`src/uart_pkg.sv`:
```
package uart_pkg;

    // serial bit timing, kept short for simulation
    localparam int CLKS_PER_BIT = 16;
    localparam int HALF_BIT     = CLKS_PER_BIT / 2;   // sample point inside a bit
    localparam int BIT_CNT_W    = $clog2(CLKS_PER_BIT);

    // frame format: start, 8 data, stop, no parity
    localparam int DATA_BITS   = 8;
    localparam int BIT_IDX_W   = $clog2(DATA_BITS);
    localparam int FRAME_BITS  = DATA_BITS + 2;
    localparam int FRAME_CNT_W = $clog2(FRAME_BITS);

    // apb side
    localparam int APB_ADDR_W = 12;
    localparam int APB_DATA_W = 32;

    localparam logic [APB_ADDR_W-1:0] ADDR_DATA = 12'h3F8;   // rx buffer / tx byte
    localparam logic [APB_ADDR_W-1:0] ADDR_STAT = 12'h3FC;

    // status word bit positions
    localparam int STAT_TX_READY_BIT = 0;
    localparam int STAT_RX_AVAIL_BIT = 1;

    // receiver fsm encoding
    localparam logic [1:0] RX_IDLE  = 2'd0;
    localparam logic [1:0] RX_START = 2'd1;
    localparam logic [1:0] RX_DATA  = 2'd2;
    localparam logic [1:0] RX_STOP  = 2'd3;

    // one read word, seen either as the data register or as the status register
    typedef union packed {
        struct packed {
            logic [APB_DATA_W-DATA_BITS-1:0] rsvd;
            logic [DATA_BITS-1:0]            rx_byte;
        } data;
        struct packed {
            logic [APB_DATA_W-3:0] rsvd;
            logic                  rx_avail;   // bit 1
            logic                  tx_ready;   // bit 0
        } stat;
    } reg_word_u;

endpackage
```
`src/uart_apb_top.sv`:
```
`timescale 1ns/1ns

module uart_apb_top (
    input  logic                            clk_i,
    input  logic                            locked_i,
    input  logic                            psel_i,
    input  logic                            penable_i,
    input  logic                            pwrite_i,
    input  logic [uart_pkg::APB_ADDR_W-1:0] paddr_i,
    input  logic [uart_pkg::APB_DATA_W-1:0] pwdata_i,
    input  logic                            rxd_i,
    output uart_pkg::reg_word_u             prdata_o,
    output logic                            pready_o,
    output logic                            pslverr_o,
    output logic                            txd_o
);
    import uart_pkg::*;

    // receiver to register block
    logic                 rx_valid;
    logic [DATA_BITS-1:0] rx_byte;

    // register block and transmitter
    logic                 tx_start;
    logic [DATA_BITS-1:0] tx_byte;
    logic                 tx_busy;

    uart_rx u_rx (
        .clk_i      (clk_i),
        .locked_i   (locked_i),
        .rxd_i      (rxd_i),
        .rx_valid_o (rx_valid),
        .rx_byte_o  (rx_byte)
    );

    uart_tx u_tx (
        .clk_i      (clk_i),
        .locked_i   (locked_i),
        .tx_start_i (tx_start),
        .tx_byte_i  (tx_byte),
        .tx_busy_o  (tx_busy),
        .txd_o      (txd_o)
    );

    uart_regs u_regs (
        .clk_i      (clk_i),
        .locked_i   (locked_i),
        .psel_i     (psel_i),
        .penable_i  (penable_i),
        .pwrite_i   (pwrite_i),
        .paddr_i    (paddr_i),
        .pwdata_i   (pwdata_i),
        .rx_valid_i (rx_valid),
        .rx_byte_i  (rx_byte),
        .tx_busy_i  (tx_busy),
        .prdata_o   (prdata_o),
        .pready_o   (pready_o),
        .pslverr_o  (pslverr_o),
        .tx_start_o (tx_start),
        .tx_byte_o  (tx_byte)
    );

endmodule

```
`src/uart_regs.sv`:
```
`timescale 1ns/1ns

module uart_regs (
    input  logic                            clk_i,
    input  logic                            locked_i,
    input  logic                            psel_i,
    input  logic                            penable_i,
    input  logic                            pwrite_i,
    input  logic [uart_pkg::APB_ADDR_W-1:0] paddr_i,
    input  logic [uart_pkg::APB_DATA_W-1:0] pwdata_i,
    input  logic                            rx_valid_i,
    input  logic [uart_pkg::DATA_BITS-1:0]  rx_byte_i,
    input  logic                            tx_busy_i,
    output uart_pkg::reg_word_u             prdata_o,
    output logic                            pready_o,
    output logic                            pslverr_o,
    output logic                            tx_start_o,
    output logic [uart_pkg::DATA_BITS-1:0]  tx_byte_o
);
    import uart_pkg::*;

    logic                 access;
    logic                 hit_data;
    logic                 hit_stat;
    logic                 rd_data;
    logic                 rx_avail_q;
    logic [DATA_BITS-1:0] rx_buf_q;

    assign access   = psel_i & penable_i;   // apb access phase
    assign hit_data = (paddr_i == ADDR_DATA);
    assign hit_stat = (paddr_i == ADDR_STAT);
    assign rd_data  = access & ~pwrite_i & hit_data;

    assign pready_o  = 1'b1;   // no wait states
    assign pslverr_o = access & ~(hit_data | hit_stat);

    // a data write while busy is simply lost
    assign tx_start_o = access & pwrite_i & hit_data & ~tx_busy_i;
    assign tx_byte_o  = pwdata_i[DATA_BITS-1:0];

    // new byte wins over a read in the same cycle
    always_ff @(posedge clk_i or negedge locked_i) begin
        if (!locked_i) begin
            rx_avail_q <= 1'b0;
        end else if (rx_valid_i) begin
            rx_avail_q <= 1'b1;
        end else if (rd_data) begin
            rx_avail_q <= 1'b0;
        end
    end

    always_ff @(posedge clk_i) begin
        if (rx_valid_i) begin
            rx_buf_q <= rx_byte_i;   // overwrite, no back-pressure
        end
    end

    always_comb begin
        prdata_o = '0;
        if (hit_data) begin
            prdata_o.data.rx_byte = rx_buf_q;
        end else if (hit_stat) begin
            prdata_o.stat.tx_ready = ~tx_busy_i;
            prdata_o.stat.rx_avail = rx_avail_q;
        end
    end

    // master never raises penable outside a selected transfer
    a_enable_sel: assert property (
        @(posedge clk_i) disable iff (!locked_i) penable_i |-> psel_i);

    // transmitter takes the byte and reports busy one edge later
    a_start_busy: assert property (
        @(posedge clk_i) disable iff (!locked_i) tx_start_o |=> tx_busy_i);

endmodule

```
`src/uart_tx.sv`:
```
`timescale 1ns/1ns

module uart_tx (
    input  logic                           clk_i,
    input  logic                           locked_i,
    input  logic                           tx_start_i,
    input  logic [uart_pkg::DATA_BITS-1:0] tx_byte_i,
    output logic                           tx_busy_o,
    output logic                           txd_o
);
    import uart_pkg::*;

    logic [DATA_BITS:0]     shift_q;   // stop bit on top of the data
    logic [BIT_CNT_W-1:0]   cnt_q;
    logic [FRAME_CNT_W-1:0] bit_q;     // bit now on the line
    logic                   bit_end;
    logic                   last_bit;

    assign bit_end  = (cnt_q == BIT_CNT_W'(CLKS_PER_BIT - 1));
    assign last_bit = (bit_q == FRAME_CNT_W'(FRAME_BITS - 1));

    always_ff @(posedge clk_i or negedge locked_i) begin
        if (!locked_i) begin
            tx_busy_o <= 1'b0;
            txd_o     <= 1'b1;   // line idles high
            cnt_q     <= '0;
            bit_q     <= '0;
        end else if (tx_busy_o) begin
            if (bit_end) begin
                cnt_q <= '0;
                if (last_bit) begin
                    tx_busy_o <= 1'b0;   // end of stop bit
                    txd_o     <= 1'b1;
                end else begin
                    txd_o <= shift_q[0];
                    bit_q <= bit_q + 1'b1;
                end
            end else begin
                cnt_q <= cnt_q + 1'b1;
            end
        end else if (tx_start_i) begin
            tx_busy_o <= 1'b1;
            txd_o     <= 1'b0;   // start bit goes out right away
            cnt_q     <= '0;
            bit_q     <= '0;
        end
    end

    always_ff @(posedge clk_i) begin
        if (!tx_busy_o && tx_start_i) begin
            shift_q <= {1'b1, tx_byte_i};
        end else if (tx_busy_o && bit_end && !last_bit) begin
            shift_q <= {1'b1, shift_q[DATA_BITS:1]};
        end
    end

    // register block must hold off while a frame is out
    a_no_start_busy: assert property (
        @(posedge clk_i) disable iff (!locked_i) tx_start_i |-> !tx_busy_o);

endmodule

```
`src/uart_rx.sv`:
```
`timescale 1ns/1ns

module uart_rx (
    input  logic                           clk_i,
    input  logic                           locked_i,
    input  logic                           rxd_i,
    output logic                           rx_valid_o,
    output logic [uart_pkg::DATA_BITS-1:0] rx_byte_o
);
    import uart_pkg::*;

    logic [1:0]           sync_q;    // two-flop synchronizer, idle high
    logic                 rxd_s;
    logic [1:0]           state_q;
    logic [BIT_CNT_W-1:0] cnt_q;
    logic [BIT_IDX_W-1:0] idx_q;
    logic [DATA_BITS-1:0] shift_q;
    logic                 half_end;
    logic                 bit_end;

    assign rxd_s     = sync_q[1];
    assign half_end  = (cnt_q == BIT_CNT_W'(HALF_BIT - 1));
    assign bit_end   = (cnt_q == BIT_CNT_W'(CLKS_PER_BIT - 1));
    assign rx_byte_o = shift_q;

    always_ff @(posedge clk_i or negedge locked_i) begin
        if (!locked_i) begin
            sync_q <= 2'b11;
        end else begin
            sync_q <= {sync_q[0], rxd_i};
        end
    end

    always_ff @(posedge clk_i or negedge locked_i) begin
        if (!locked_i) begin
            state_q    <= RX_IDLE;
            cnt_q      <= '0;
            idx_q      <= '0;
            rx_valid_o <= 1'b0;
        end else begin
            rx_valid_o <= 1'b0;
            case (state_q)
                RX_IDLE: begin
                    cnt_q <= '0;
                    if (!rxd_s) state_q <= RX_START;   // falling edge seen
                end
                RX_START: begin
                    if (half_end) begin
                        cnt_q <= '0;
                        idx_q <= '0;
                        // still low at mid bit, otherwise a glitch
                        state_q <= rxd_s ? RX_IDLE : RX_DATA;
                    end else begin
                        cnt_q <= cnt_q + 1'b1;
                    end
                end
                RX_DATA: begin
                    if (bit_end) begin
                        cnt_q <= '0;
                        if (idx_q == BIT_IDX_W'(DATA_BITS - 1)) begin
                            state_q <= RX_STOP;
                        end else begin
                            idx_q <= idx_q + 1'b1;
                        end
                    end else begin
                        cnt_q <= cnt_q + 1'b1;
                    end
                end
                default: begin   // RX_STOP
                    if (bit_end) begin
                        cnt_q      <= '0;
                        state_q    <= RX_IDLE;
                        rx_valid_o <= rxd_s;   // framing error drops the byte
                    end else begin
                        cnt_q <= cnt_q + 1'b1;
                    end
                end
            endcase
        end
    end

    // lsb arrives first, shift in from the top
    always_ff @(posedge clk_i) begin
        if (state_q == RX_DATA && bit_end) begin
            shift_q <= {rxd_s, shift_q[DATA_BITS-1:1]};
        end
    end

    // a frame is at least ten bit times long
    a_rx_valid_pulse: assert property (
        @(posedge clk_i) disable iff (!locked_i) rx_valid_o |=> !rx_valid_o);

endmodule

```
`config.mk`:
```
export PLATFORM = sky130hd
export DESIGN_NAME = uart_apb_top
export DESIGN_NICKNAME = d
export VERILOG_FILES = /design/src/uart_pkg.sv /design/src/uart_apb_top.sv /design/src/uart_regs.sv /design/src/uart_tx.sv /design/src/uart_rx.sv
export SDC_FILE = /design/constraint.sdc
export NUM_CORES = 1
export LEC_CHECK = 0
export ABC_AREA = 1
export BUFFER_PORTS_ARGS = -buffer_cell sky130_fd_sc_hd__buf_2
export CORE_MARGIN = 8
export CORE_UTILIZATION = 49
export DETAILED_ROUTE_END_ITERATION = 6
export GPL_ROUTABILITY_DRIVEN = 0
export GPL_TIMING_DRIVEN = 0
export PLACE_DENSITY = 0.79
export SLEW_MARGIN = 15
export SYNTH_ARGS = -nofsm -noshare
export SYNTH_HDL_FRONTEND = slang
export SYNTH_SLANG_ARGS = --single-unit
```
`constraint.sdc`:
```
create_clock -name clk_i -period 2.2 [get_ports clk_i]
set_clock_uncertainty 0.1 [all_clocks]
set_input_delay 0.66 -clock clk_i [delete_from_list [all_inputs] [get_ports clk_i]]
set_output_delay 0.66 -clock clk_i [all_outputs]
set_load 0.01 [all_outputs]
```
Word level (Yosys, flattened, before mapping). Index checks and enable logic that the tools add are counted.

Word-level logic and storage cells: 98. Input bits: 50. Register bits: 47.

Mux-type cells: 37. Add/subtract/negate cells: 4. Equal/unequal tests: 16. Reductions and logical operators: 17. Bitwise logic cells: 11.

Operators with widths (count): 4-bit 2-to-1 mux (8); 12-bit by 10-bit equality test with 1-bit output (second input constant) (2); 2-bit 2-to-1 mux (8); 8-bit 2-to-1 mux (2); 4-bit by 1-bit adder with 4-bit output (second input constant) (3); 4-bit equality test (second input constant) (3); 1-bit 2-to-1 mux (12); 3-bit 2-to-1 mux (3); 2-bit inequality test (second input constant) (4); 4-bit case mux with 2 select lines (1); 2-bit nonzero test (4); 1-bit bitwise AND (7); 6-bit 2-to-1 mux (1); 2-bit by 1-bit inequality test with 1-bit output (second input constant) (3); 2-bit case mux with 3 select lines (1); 3-bit case mux with 2 select lines (1); 5-bit AND reduction (1); 4-bit by 3-bit equality test with 1-bit output (second input constant) (1); 1-bit logical AND (4); 4-bit AND reduction (1); 3-bit by 1-bit adder with 3-bit output (second input constant) (1); 3-bit equality test (second input constant) (1); 1-bit inverter (3); 3-bit AND reduction (1); 8 further kinds (9).

Logic depth before layout (Yosys ltp).
Word-level depth: 6. Mapped depth: 10.

Modules after synthesis. From an unflattened synthesis, not the netlist that was laid out.

Cells, all modules: 264. Area, all modules: 2436.1 um2.

Modules (own cells, without submodules): uart_tx (times used 1, area each 892.1 um2, cells each 101, seq. area each 491.7 um2); uart_rx (times used 1, area each 814.5 um2, cells each 74, seq. area each 543.0 um2); uart_regs (times used 1, area each 729.4 um2, cells each 89, seq. area each 265.3 um2).

Least setup slack after synthesis. OpenSTA, ideal clock, no wires.

Path kind: input to output. From: input paddr_i[11] (netlist bit). To: output prdata_o[0] (netlist bit). Setup slack: 0.047 ns. Path buffers: 0. Required time: 1.440 ns. Arrival time: 1.393 ns. Stages on the path: 7. Cell sequence: nor2_1 > nand2_1 > nor2_4 > nand2_1 > inv_1 > nand2_1 > o21ai_0.

RTL lines: start, declared (RTL line uart_apb_top.sv:9) `input logic [uart_pkg::APB_ADDR_W-1:0] paddr_i,`; end, declared (RTL line uart_apb_top.sv:12) `output uart_pkg::reg_word_u prdata_o,`.

==> results by group <==
GRT
  • GRT overflow: 0
  • Gr usage total: 11.9%
  • First-pass GRT wire length: 6960 um
  • Largest net degree at the start of global routing: 24
  • Number of global-route vias before repair: 1,591
  • Initial antenna violation count: 0

Route
  • Drt first-iter violations: 48
  • DR vias: 1,651
  • Pre-Repair DR Iteration Count: 4
  • Post-Route WL: 4230 um
  • Vias/cell: 4.39
  • Antenna-violating nets left: 0
  • Drt drc: 0
  • DR WL/cell: 11.3 um

Die
  • Boundary Pins: 85
  • Core area: 4630 um2
  • Die H: 84.8 um
  • # rows: 25
  • Starting Density: 50.1%
  • DIE WIDTH: 84.8 um
  • Full die area: 7190 um2

Placed design
  • Dpl hpwl: ~3200 um
  • Placed Cells: 363
  • Placed inst area: 2650 um2
  • Buffers added on ports: 35

Critical path
  • Worst Path Max Fanout: 5
  • Critical path startpoint category: input port
  • Largest delay share family, worst path: simple AND/OR/NAND/NOR gates
  • Crit path cell chain: buf_6 -> nor2_4 -> nand2_2 -> nor2_4 -> nand2_4 -> inv_2 -> nand2_1 -> o21ai_1 -> buf_2
  • Critical path endpoint category: primary output
  • Setup CP Type: in -> out
  • Slowest Stage Delay on Critical Path: 0.19 ns
  • CP max stage cell: nor2_4
  • Crit-path most repeated cell: nor2_4
  • Critical path arrival: 1.51 ns
  • WP buf/inv: 3
  • Data required time of the worst path: 1.44 ns

Logic synthesis
  • Synth Instances: between 200 and 300
  • Synth Flop Type: edfxtp_1
  • Mapped Area: 2320 um2
  • Cell variety after synth: 25
  • Post-synth top area share: between 30% and 40%
  • Yosys warns: 0
  • Ys async rst share: between 40 and 50%
  • Cell taking the most area after synthesis: edfxtp_1
  • Post-synth EDFFs: 24
  • Flops & latches, synth: 47
  • Average cell area after synthesis: approximately 9.2 um2
  • Area contributors post-synth: edfxtp_1 (31%), dfrtp_1 (22%), nand2_1 (9.4%), buf_4 (8.1%), inv_1 (6.0%)
  • Register area share after synthesis: 56.1%

STA
  • RSZ-0062 raised after global routing: true
  • Number of setup violations in the final report: 3
  • Final hold viol count: 0
  • Rel. slew slack: 56.9%
  • Final WS setup: -0.0701 ns
  • Fin crit period: 2.27 ns
  • Worst Tran Pin Value: 0.644 ns
  • TNS Setup: -0.113 ns
  • Max Slew Vio Count: 0
  • Tcrit/Tclk final: 103%
  • Fmax: 441 MHz

Clocking
  • # hold bufs at CTS: 0
  • CTS sink count: 47
  • Num CTS Buffers: 5
  • Clock buffer depth: 2
  • Latest clock arrival within the worst-skew pair: 0.30 ns
  • CTS tree: built
  • Root Driver: clkbuf_8
  • H-tree depth: 2
  • Clock Pin Slew Worst Setup and Hold Paths: 0.09 ns

Final layout
  • Layout Cells excl Fill: 376
  • N_diodes: 0
  • Nets: approximately 380
  • Finished Core Util: 62.1%
  • Share of layout cells above drive strength 1: 28.6%
  • Fillers: 372
  • Syn-to-layout area delta: 24.1%
  • Final instance area: between 2000 and 3000 um2

Worst hold path
  • Worst Hold Class: in -> async

Power
  • PwrDens: 717 nW/um2
  • Max VDD drop: around 0.00043 V
  • Leak Pwr: 1.53 nW

Status
  • Failing checks: setup timing
  • Status: finished, violations left

Run
  • Max-cap violations: 0
[cell families (layout without fill, tap and decap cells)]
kind of cell | after synthesis | count (layout) | synth area share, %
fa+ha+maj | 6 | 6 | 3.24
simple gates | 109 | 110 | 19.7
buf+inv | 65 | 112 | 14.9
compound gates | 18 | 18 | 4.21
flops | 47 | 47 | 56.1
other cells | 2 | 25 | 0.324
xor+xnor | 4 | 4 | 1.51
[through the flow]
step	hold slack, ns	total power [W]	worst slack (ns)
global placement	0.245	0.00132	-0.256
floorplan	0.245	0.00125	0.0472
CTS	0.243	0.00207	-0.0677
finish	0.219	0.00206	-0.0701
detailed placement	0.247	0.00134	-0.266
global route	0.263	0.00216	-0.130
[path summary, 6_finish.rpt]
| check | start | endpoint | slack [ns] | depth (start not counted) |
|---|---|---|---|---|
| max | paddr_i[11] | prdata_o[0] | -0.07 | 9 |
| min reg2reg | u_rx.sync_q[0] | u_rx.sync_q[1] | 0.26 | 0 |
| min | locked_i | u_tx.bit_q[2] | 0.22 | 1 |
| max reg2reg | u_tx.cnt_q[0] | u_tx.shift_q[6] | 0.28 | 5 |
| min in group clk_i | u_rx.sync_q[0] | u_rx.sync_q[1] | 0.26 | 0 |
| max in group asynchronous | locked_i | u_rx.sync_q[1] | 1.41 | 1 |
[cell usage after synthesis (2+ instances only)]
cell,number
edfxtp_1,24
dfstp_2,3
xor2_1,3
nor2_1,26
nand2_1,58
o21ai_1,5
dfrtp_1,20
or2_1,2
ha_1,6
inv_1,37
o21ai_0,9
conb_1,2
nand3_1,20
buf_4,25
[routing by layer]
layer	up-vias	GRT usage, %	share of wire (%)
met2	46	19.8	47
met3	5	5.37	8.8
li1	874	-	-
met4	0	4.85	1.4
met5	-	0	0
met1	726	12.9	43
[flip-flops by register name, indices dropped and copies added (netlist names), 2 cells and up]
| signal | count |
|---|---|
| u_rx.rx_byte_o | 8 |
| u_tx.bit_q | 4 |
| u_rx.state_q | 2 |
| u_tx.cnt_q | 4 |
| u_rx.idx_q | 3 |
| u_rx.cnt_q | 4 |
| u_regs.rx_buf_q | 8 |
| u_rx.sync_q | 2 |
| u_tx.shift_q | 8 |
[repair_timing]
action,in CTS,in global routing
buffers inserted,3,1
gates resized for setup,10,8
pin swaps,5,6
endpoints found under the setup margin,9,9
cloned,1,0
[power breakdown]
part | total, W | switching, W | internal (W)
Clock | 0.000735 | 0.000283 | 0.000453
Sequential | 0.00101 | 0.0000444 | 0.000968
Combinational | 0.000315 | 0.000190 | 0.000126
Total | 0.00206 | 0.000517 | 0.00155
[cells in the final DEF (no fill, tap or decap), types with 3 or more instances in the layout]
master	count
ha_1	6
xor2_1	3
buf_2	34
o21ai_0	8
nand3_1	19
nand2_2	5
nor2_4	3
o21ai_1	6
dfstp_2	3
buf_4	28
edfxtp_1	24
nand2_1	53
dfrtp_1	20
clkbuf_8	5
nor2_1	23
inv_1	35
buf_6	4
conb_1	25
[area by class of cell]
| type | instances | area (um2) | area share [%] |
|---|---|---|---|
| buffer | 28 | 208 | 7.22 |
| clock buffer | 5 | 68.8 | 2.39 |
| clock inverter | 3 | 67.6 | 2.35 |
| inverter | 37 | 139 | 4.83 |
| multi-input combinational | 163 | 805 | 28.0 |
| sequential | 47 | 1300 | 45.2 |
| tap | 54 | 67.6 | 2.35 |
| timing repair buffer | 39 | 221 | 7.70 |
Power figures use the tool's default switching activity.
